**config.mk**
```make
export PLATFORM = sky130hd
export DESIGN_NAME = cpu_bus_top
export DESIGN_NICKNAME = d
export VERILOG_FILES = /design/src/logic/mips_pkg.sv /design/src/logic/addr_translate.sv /design/src/logic/sram_handshake.sv /design/src/logic/retire_queue.sv /design/src/logic/cpu_bus_top.sv
export VERILOG_INCLUDE_DIRS = /design/src /design/src/include
export SDC_FILE = /design/constraint.sdc
export NUM_CORES = 1
export LEC_CHECK = 0
export BUFFER_PORTS_ARGS = -buffer_cell sky130_fd_sc_hd__clkbuf_2
export CELL_PAD_IN_SITES_DETAIL_PLACEMENT = 0
export CELL_PAD_IN_SITES_GLOBAL_PLACEMENT = 2
export CORE_ASPECT_RATIO = 2
export CORE_MARGIN = 5
export CORE_UTILIZATION = 40
export CTS_CLUSTER_DIAMETER = 200
export DETAILED_ROUTE_END_ITERATION = 10
export MAX_ROUTING_LAYER = met4
export PLACE_DENSITY = 0.78
export SLEW_MARGIN = 30
export SYNTH_ARGS = -nofsm -noshare
export SYNTH_HDL_FRONTEND = slang
export SYNTH_SLANG_ARGS = --single-unit
```
**constraint.sdc**
```tcl
create_clock -name clk -period 16.88 [get_ports clk]
set_clock_uncertainty 0.15 [all_clocks]
set_input_delay 3.376 -clock clk [delete_from_list [all_inputs] [get_ports clk]]
set_output_delay 3.376 -clock clk [all_outputs]
set_load 0.01 [all_outputs]
```
**src/include/mips_macros.svh**
```systemverilog
`ifndef MIPS_MACROS_SVH
`define MIPS_MACROS_SVH

// kseg0/kseg1 mapping on the data bus
// set to 0 to send virtual addresses straight to the bus
`define MIPS_DO_ADDR_TRANSLATION 1

// retired-write buffer between the pipeline and the debug trace
// must be a power of two, at least 2
`define MIPS_RETIRE_DEPTH 8

// two slots retire per cycle, so the queue needs this much room
// before it takes another pair
`define MIPS_RETIRE_SLOTS 2

`endif

```
**src/logic/mips_pkg.sv**
```systemverilog
package mips_pkg;

    // bus word, also used for pc
    typedef logic [31:0] word_t;

    // architectural register number
    typedef logic [4:0] creg_addr_t;

    // debug trace byte write enable
    typedef logic [3:0] rwen_t;

    // bus access size
    // 0 byte, 1 half, 2 word
    typedef logic [1:0] size_t;

    // per-channel bus handshake
    //   idle        nothing outstanding
    //   addr_phase  req high, waiting for addr_ok
    //   data_phase  address taken, waiting for data_ok
    //   resp_hold   response held for the core
    typedef enum logic [1:0] {
        idle,
        addr_phase,
        data_phase,
        resp_hold
    } hs_state_t;

endpackage

```
**src/logic/addr_translate.sv**
```systemverilog
`timescale 1ns/1ps

`include "mips_macros.svh"

// fixed mips segment mapping for data addresses
// kseg0 (0x8/0x9) and kseg1 (0xa/0xb) both fold onto the low 512MB
module addr_translate #(
    parameter bit do_translation = `MIPS_DO_ADDR_TRANSLATION
) (
    input  mips_pkg::word_t vaddr,
    output mips_pkg::word_t paddr
);

    logic [3:0] seg_in;
    logic [3:0] seg_out;

    assign seg_in = vaddr[31:28];

    always_comb begin
        seg_out = seg_in;
        if (do_translation) begin
            case (seg_in)
                // kseg0
                4'h8: seg_out = 4'h0;
                4'h9: seg_out = 4'h1;
                // kseg1, uncached alias of the same range
                4'ha: seg_out = 4'h0;
                4'hb: seg_out = 4'h1;
                // useg and kseg2/3 stay as they are
                default: seg_out = seg_in;
            endcase
        end
    end

    assign paddr = {seg_out, vaddr[27:0]};

endmodule

```
**src/logic/sram_handshake.sv**
```systemverilog
`timescale 1ns/1ps

// one sram-like bus channel
// at most one request in flight; response held until the core takes it
module sram_handshake (
    input  logic            clk,
    input  logic            rst,

    // core request side
    input  logic            core_valid,
    output logic            core_ready,

    // core response side
    output logic            resp_valid,
    input  logic            resp_ready,
    output mips_pkg::word_t resp_rdata,

    // bus side
    output logic            req,
    input  logic            addr_ok,
    input  logic            data_ok,
    input  mips_pkg::word_t rdata
);

    import mips_pkg::*;

    hs_state_t state;
    hs_state_t state_next;

    always_comb begin
        state_next = state;
        case (state)
            idle: begin
                if (core_valid) begin
                    state_next = addr_phase;
                end
            end
            addr_phase: begin
                if (addr_ok) begin
                    state_next = data_phase;
                end
            end
            data_phase: begin
                if (data_ok) begin
                    state_next = resp_hold;
                end
            end
            resp_hold: begin
                // a request already waiting goes straight to the bus
                if (resp_ready) begin
                    state_next = core_valid ? addr_phase : idle;
                end
            end
            default: state_next = idle;
        endcase
    end

    always_ff @(posedge clk) begin
        if (rst) begin
            state <= idle;
        end else begin
            state <= state_next;
        end
    end

    // read data captured once, then held for the whole response
    always_ff @(posedge clk) begin
        if (state == data_phase && data_ok) begin
            resp_rdata <= rdata;
        end
    end

    assign req        = (state == addr_phase);
    // the core's transfer is the bus address handshake
    assign core_ready = req && addr_ok;
    assign resp_valid = (state == resp_hold);

    // bus must not answer before it has taken the address
    a_data_ok_in_phase: assert property (
        @(posedge clk) disable iff (rst)
        data_ok |-> state == data_phase
    ) else $error("sram_handshake: data_ok outside data phase");

endmodule

```
**src/logic/retire_queue.sv**
```systemverilog
`timescale 1ns/1ps

`include "mips_macros.svh"

// takes up to two retired writes per cycle, shows one per cycle on the
// debug trace; slot 0 is the older of a pair
module retire_queue #(
    parameter int depth = `MIPS_RETIRE_DEPTH
) (
    input  logic                 clk,
    input  logic                 rst,

    input  logic [1:0]           retire_valid,
    output logic                 retire_ready,
    input  mips_pkg::word_t      retire_pc0,
    input  mips_pkg::word_t      retire_pc1,
    input  mips_pkg::creg_addr_t retire_wnum0,
    input  mips_pkg::creg_addr_t retire_wnum1,
    input  mips_pkg::word_t      retire_wdata0,
    input  mips_pkg::word_t      retire_wdata1,

    output mips_pkg::word_t      debug_wb_pc,
    output mips_pkg::rwen_t      debug_wb_rf_wen,
    output mips_pkg::creg_addr_t debug_wb_rf_wnum,
    output mips_pkg::word_t      debug_wb_rf_wdata
);

    import mips_pkg::*;

    localparam int ptr_w = $clog2(depth);

    typedef logic [ptr_w-1:0] ptr_t;
    typedef logic [ptr_w:0]   cnt_t;

    word_t      pc_mem    [depth];
    creg_addr_t wnum_mem  [depth];
    word_t      wdata_mem [depth];

    ptr_t       wr_ptr;
    ptr_t       rd_ptr;
    cnt_t       count;

    logic [1:0] do_push;
    logic [1:0] n_push;
    logic       pop;
    word_t      head_pc;
    creg_addr_t head_wnum;
    word_t      head_wdata;

    // room for a full pair
    assign retire_ready = (count <= cnt_t'(depth - `MIPS_RETIRE_SLOTS));

    assign do_push = retire_ready ? retire_valid : 2'b00;
    assign n_push  = {1'b0, do_push[0]} + {1'b0, do_push[1]};

    // empty queue: slot 0 goes out the same cycle it arrives
    assign head_pc    = (count == '0) ? retire_pc0    : pc_mem[rd_ptr];
    assign head_wnum  = (count == '0) ? retire_wnum0  : wnum_mem[rd_ptr];
    assign head_wdata = (count == '0) ? retire_wdata0 : wdata_mem[rd_ptr];

    assign pop = (count != '0) || do_push[0];

    // slot 0 is always written too; if bypassed, rd_ptr steps past it
    always_ff @(posedge clk) begin
        if (do_push[0]) begin
            pc_mem[wr_ptr]    <= retire_pc0;
            wnum_mem[wr_ptr]  <= retire_wnum0;
            wdata_mem[wr_ptr] <= retire_wdata0;
        end
        if (do_push[1]) begin
            pc_mem[wr_ptr + ptr_t'(1)]    <= retire_pc1;
            wnum_mem[wr_ptr + ptr_t'(1)]  <= retire_wnum1;
            wdata_mem[wr_ptr + ptr_t'(1)] <= retire_wdata1;
        end
    end

    always_ff @(posedge clk) begin
        if (rst) begin
            wr_ptr <= '0;
            rd_ptr <= '0;
            count  <= '0;
        end else begin
            wr_ptr <= wr_ptr + ptr_t'(n_push);
            rd_ptr <= rd_ptr + ptr_t'(pop);
            count  <= count + cnt_t'(n_push) - cnt_t'(pop);
        end
    end

    // trace registers; wen off for idle cycles and for r0
    always_ff @(posedge clk) begin
        if (rst) begin
            debug_wb_rf_wen <= '0;
        end else begin
            debug_wb_rf_wen <= (pop && head_wnum != '0) ? '1 : '0;
        end
    end

    always_ff @(posedge clk) begin
        if (pop) begin
            debug_wb_pc       <= head_pc;
            debug_wb_rf_wnum  <= head_wnum;
            debug_wb_rf_wdata <= head_wdata;
        end
    end

    // a younger slot never retires without the older one
    a_no_slot1_alone: assert property (
        @(posedge clk) disable iff (rst)
        retire_valid != 2'b10
    ) else $error("retire_queue: illegal retire pattern 10");

    a_push_when_ready: assert property (
        @(posedge clk) disable iff (rst)
        (|retire_valid) |-> retire_ready
    ) else $error("retire_queue: retire while queue not ready");

endmodule

```
**src/logic/cpu_bus_top.sv**
```systemverilog
`timescale 1ns/1ps

`include "mips_macros.svh"

// memory bus and retire trace shell
// channel 0 is instruction fetch, channel 1 is data
module cpu_bus_top #(
    parameter bit do_translation = `MIPS_DO_ADDR_TRANSLATION,
    parameter int retire_depth   = `MIPS_RETIRE_DEPTH
) (
    input  logic                 clk,
    input  logic                 rst,

    // fetch from the core
    input  logic                 fetch_valid,
    output logic                 fetch_ready,
    input  mips_pkg::word_t      fetch_addr,
    output logic                 fetch_resp_valid,
    input  logic                 fetch_resp_ready,
    output mips_pkg::word_t      fetch_rdata,

    // loads and stores from the core
    input  logic                 mem_valid,
    output logic                 mem_ready,
    input  logic                 mem_wr,
    input  mips_pkg::size_t      mem_size,
    input  mips_pkg::word_t      mem_addr,
    input  mips_pkg::word_t      mem_wdata,
    output logic                 mem_resp_valid,
    input  logic                 mem_resp_ready,
    output mips_pkg::word_t      mem_rdata,

    // instruction sram bus
    output logic                 inst_req,
    output logic                 inst_wr,
    output mips_pkg::size_t      inst_size,
    output mips_pkg::word_t      inst_addr,
    output mips_pkg::word_t      inst_wdata,
    input  mips_pkg::word_t      inst_rdata,
    input  logic                 inst_addr_ok,
    input  logic                 inst_data_ok,

    // data sram bus
    output logic                 data_req,
    output logic                 data_wr,
    output mips_pkg::size_t      data_size,
    output mips_pkg::word_t      data_addr,
    output mips_pkg::word_t      data_wdata,
    input  mips_pkg::word_t      data_rdata,
    input  logic                 data_addr_ok,
    input  logic                 data_data_ok,

    // retired register writes
    input  logic [1:0]           retire_valid,
    output logic                 retire_ready,
    input  mips_pkg::word_t      retire_pc0,
    input  mips_pkg::word_t      retire_pc1,
    input  mips_pkg::creg_addr_t retire_wnum0,
    input  mips_pkg::creg_addr_t retire_wnum1,
    input  mips_pkg::word_t      retire_wdata0,
    input  mips_pkg::word_t      retire_wdata1,

    // debug trace
    output mips_pkg::word_t      debug_wb_pc,
    output mips_pkg::rwen_t      debug_wb_rf_wen,
    output mips_pkg::creg_addr_t debug_wb_rf_wnum,
    output mips_pkg::word_t      debug_wb_rf_wdata
);

    import mips_pkg::*;

    logic [1:0] ch_valid;
    logic [1:0] ch_ready;
    logic [1:0] ch_resp_valid;
    logic [1:0] ch_resp_ready;
    logic [1:0] ch_req;
    logic [1:0] ch_addr_ok;
    logic [1:0] ch_data_ok;
    word_t      ch_rdata      [2];
    word_t      ch_resp_rdata [2];

    assign ch_valid      = {mem_valid, fetch_valid};
    assign ch_resp_ready = {mem_resp_ready, fetch_resp_ready};
    assign ch_addr_ok    = {data_addr_ok, inst_addr_ok};
    assign ch_data_ok    = {data_data_ok, inst_data_ok};
    assign ch_rdata[0]   = inst_rdata;
    assign ch_rdata[1]   = data_rdata;

    for (genvar g = 0; g < 2; g++) begin : g_chan
        sram_handshake sram_handshake_i (
            .clk        (clk),
            .rst        (rst),
            .core_valid (ch_valid[g]),
            .core_ready (ch_ready[g]),
            .resp_valid (ch_resp_valid[g]),
            .resp_ready (ch_resp_ready[g]),
            .resp_rdata (ch_resp_rdata[g]),
            .req        (ch_req[g]),
            .addr_ok    (ch_addr_ok[g]),
            .data_ok    (ch_data_ok[g]),
            .rdata      (ch_rdata[g])
        );
    end

    assign fetch_ready      = ch_ready[0];
    assign fetch_resp_valid = ch_resp_valid[0];
    assign fetch_rdata      = ch_resp_rdata[0];
    assign mem_ready        = ch_ready[1];
    assign mem_resp_valid   = ch_resp_valid[1];
    assign mem_rdata        = ch_resp_rdata[1];

    // fetches are always full-word reads
    assign inst_req   = ch_req[0];
    assign inst_wr    = 1'b0;
    assign inst_size  = size_t'(2);
    assign inst_addr  = fetch_addr;
    assign inst_wdata = '0;

    assign data_req   = ch_req[1];
    assign data_wr    = mem_wr;
    assign data_size  = mem_size;
    assign data_wdata = mem_wdata;

    // only data addresses are mapped
    addr_translate #(
        .do_translation (do_translation)
    ) addr_translate_i (
        .vaddr (mem_addr),
        .paddr (data_addr)
    );

    retire_queue #(
        .depth (retire_depth)
    ) retire_queue_i (
        .clk               (clk),
        .rst               (rst),
        .retire_valid      (retire_valid),
        .retire_ready      (retire_ready),
        .retire_pc0        (retire_pc0),
        .retire_pc1        (retire_pc1),
        .retire_wnum0      (retire_wnum0),
        .retire_wnum1      (retire_wnum1),
        .retire_wdata0     (retire_wdata0),
        .retire_wdata1     (retire_wdata1),
        .debug_wb_pc       (debug_wb_pc),
        .debug_wb_rf_wen   (debug_wb_rf_wen),
        .debug_wb_rf_wnum  (debug_wb_rf_wnum),
        .debug_wb_rf_wdata (debug_wb_rf_wdata)
    );

endmodule

```
==> out/metrics.yaml <==
outcome:
  status: "completed"
clock_network:
  cts_hold_buf: 0
  cts_resized: 0
  post_cts_buffers: 0
  cts_num_sinks: 700
  cts_tree: "built"
  clk_pin_slew_worst_paths_ns: 0.07
  numCtsBuffers: 68
  cts_root_buf: "clkbuf_16"
  clk_path_buf_depth: 3
  worstSkewPairLatency_ns: 0.65
  htreeDepth: 3
drt:
  ant_nets: 0
  wl_per_cell_um: 29.7
  drt-initial-drc-count: 1169
  routed_via_density: 5.45
  drc: 0
  finalWirelength_um: 104000
  dr.pass1.iters: 5
  vias: 19100
sta:
  setup_ws_ns: 9.54
  setup_tns_ns: 0
  setup_viol: 0
  min_period_over_period: 0.435
  hold_viol: 0
  rsz0062_at_grt: "no"
  worst_slew_pin_slew_ns: 1.05
  drv_slew: 0
  slew_headroom: 0.302
  fin_crit_ns: 7.34
  max_freq_ghz: 0.136
critical_path:
  cp.required_ns: 13.35
  path_cells: "clkbuf_2 -> inv_1 -> a21boi_0 -> clkbuf_2"
  critPathMaxFanout: 3
  critPathBufInv: 3
  crit_arrival_ns: 3.82
  slowest_stage: "clkbuf_2"
  critPathCaptureType: "output port"
  critical_path_class: "in2out"
  worst_setup_path_start_kind: "primary input"
  path_common_cell: "clkbuf_2"
  slowest_delay_ns: 0.16
  cp_top_family: "buffers and inverters"
cells_and_area:
  drive_gt1_frac: 0.521
  multi_input_area_mm2: 0.0123
  fin_area_mm2: 0.0391
  final_nets: 2589
  fillers: 7664
  finalNonFillerCells: 3497
  syn_to_final_growth_pct: 11.9
  regArea_mm2: 0.0209
logic_synthesis:
  synth_area_leader_cell: "edfxtp_1"
  yosysSeqAreaShare: 0.598
  synth_cells: 1999
  ys_types: 48
  synth-main-ff-cell: "edfxtp_1"
  yosysWarnings: 0
  synth.area.top_cells: "edfxtp_1 (59%), mux2_2 (13%), mux4_2 (8.3%)"
  ys_seq_elements: 700
  avgSynthCellArea_um2: 17.5
  yosysTopAreaCellShare: 0.589
  post-synth-top-count-cell: "edfxtp_1"
  syn_area_mm2: 0.0349
  synthTopCellsByCount: "edfxtp_1 (685), mux2_2 (414), buf_4 (145)"
  synthArstFlopShare: 0
  synth_edf_count: 685
grt:
  grt_max_degree: 70
  grtUsageTotal: 0.223
  gr-total-overflow: 0
  gr-usage-met2: 0.383
  use_met1: 0.231
  antenna_found_initial: 39
  grt_pass1_vias: 20500
  use_met3: 0.0643
  grt_pass1_wl_um: 147000
  gr-max-usage-layer: "met2"
placed_design:
  io_buffers: 363
  gp_congestion: 0.801
  dp.cells: 3344
  placed_area_mm2: 0.0368
  dp_hpwl_um: 65100
  dp_slack_ns: 9.53
floorplan:
  coreArea_mm2: 0.0869
  io-pin-count: 591
  start_util: 0.402
  die-area_mm2: 0.0937
  die_w_um: 219
  dieHeight_um: 428
  rows: 153
job:
  cap_violations: 0
pwr:
  cellPowerDensity_mw_per_mm2: 159
  vdd_ir_drop_max_mv: 0.103
  p_leak_nw: 13.7
  power_mw: 6.23
min_path:
  min_path_type: "reg2reg"
[flip-flops by register name (all words and copies together) (netlist names)]
signal	count
g_chan.sram_handshake_i.state	4
retire_queue_i.wnum_mem	40
retire_queue_i.rd_ptr	3
retire_queue_i.debug_wb_rf_wen	1
g_chan.sram_handshake_i.resp_rdata	64
retire_queue_i.pc_mem	256
retire_queue_i.wr_ptr	3
retire_queue_i.debug_wb_rf_wdata	32
retire_queue_i.count	4
retire_queue_i.debug_wb_rf_wnum	5
retire_queue_i.debug_wb_pc	32
retire_queue_i.wdata_mem	256
[area by class of cell]
class,instances,share of cell area
multi-input combinational,1059,0.315
inverter,24,0.00230
clock buffer,81,0.0459
timing repair buffer,399,0.0544
tap,1162,0.0372
sequential,700,0.534
clock inverter,41,0.00938
antenna,31,0.00198
[stage by stage]
stage / hold WS (ns) / utilization
4_1_cts: 0.410 / 0.449
3_5_place_dp: 0.396 / 0.424
6_report: 0.402 / 0.450
2_1_floorplan: 0.346 / -
3_3_place_gp: 0.373 / 0.423
5_1_grt: 0.440 / 0.450
[per-layer routing]
layer | wire [um] | share of wire | vias to the layer above
li1 | - | - | 8240
met1 | 35900 | 0.35 | 9880
met2 | 54200 | 0.52 | 645
met3 | 8110 | 0.078 | 303
met4 | 5440 | 0.052 | 0
met5 | 0 | 0 | -
[power by group]
part / internal, mW / total (mW) / switching, mW / leakage (nW)
clock: 0.842 / 1.53 / 0.687 / 1.05
sequential: 2.49 / 2.65 / 0.164 / 6.46
combinational: 0.857 / 2.05 / 1.19 / 6.15
total: 4.19 / 6.23 / 2.04 / 13.7
[placed cells by master (no fill, tap or decap), types with 24 or more instances in the layout]
cell type  synthesis  final
edfxtp_1         685    685
mux2_2           414    414
clkbuf_2           1    363
mux2_4           138    138
mux4_2           128    128
mux2i_1           86     86
nand2_1           82     79
clkbuf_16          0     70
o21ai_0           68     65
conb_1             2     35
buf_4            145     34
diode_2            0     31
inv_1             24     24
[path summary, 6_finish.rpt]
path / slack [ns] / depth (start not counted) / endpoint / start
worst max register to register: 12.60 / 8 / retire_queue_i.pc_mem[3][14]$_DFFE_PP_ / retire_queue_i.count[3]$_SDFF_PP0_
worst min-delay path: 0.40 / 2 / g_chan[1].sram_handshake_i.state[0]$_SDFFE_PP0P_ / g_chan[1].sram_handshake_i.state[0]$_SDFFE_PP0P_
worst max-delay path: 9.54 / 4 / data_addr[29] / mem_addr[30]
worst min register to register: 0.40 / 2 / g_chan[1].sram_handshake_i.state[0]$_SDFFE_PP0P_ / g_chan[1].sram_handshake_i.state[0]$_SDFFE_PP0P_
[cell families (layout without fill, tap and decap cells)]
logic type / count (synthesis) / after routing / share of synthesized area
flops: 700 / 700 / 0.598
buf+inv: 273 / 545 / 0.0577
simple gates: 130 / 130 / 0.0173
xor+xnor: 6 / 6 / 0.00150
mux: 767 / 767 / 0.301
other cells: 2 / 66 / 0.000215
fa+ha+maj: 24 / 24 / 0.00903
compound gates: 97 / 97 / 0.0158
[tightest hold or removal path: cells and delay by family, from the launching register on]
| kind | cells | cell delay (ns) |
|---|---|---|
| DFF | 1 | 0.35 |
| AOI/OAI and AO/OA | 2 | 0.16 |
(Power assumes the default switching activity.)
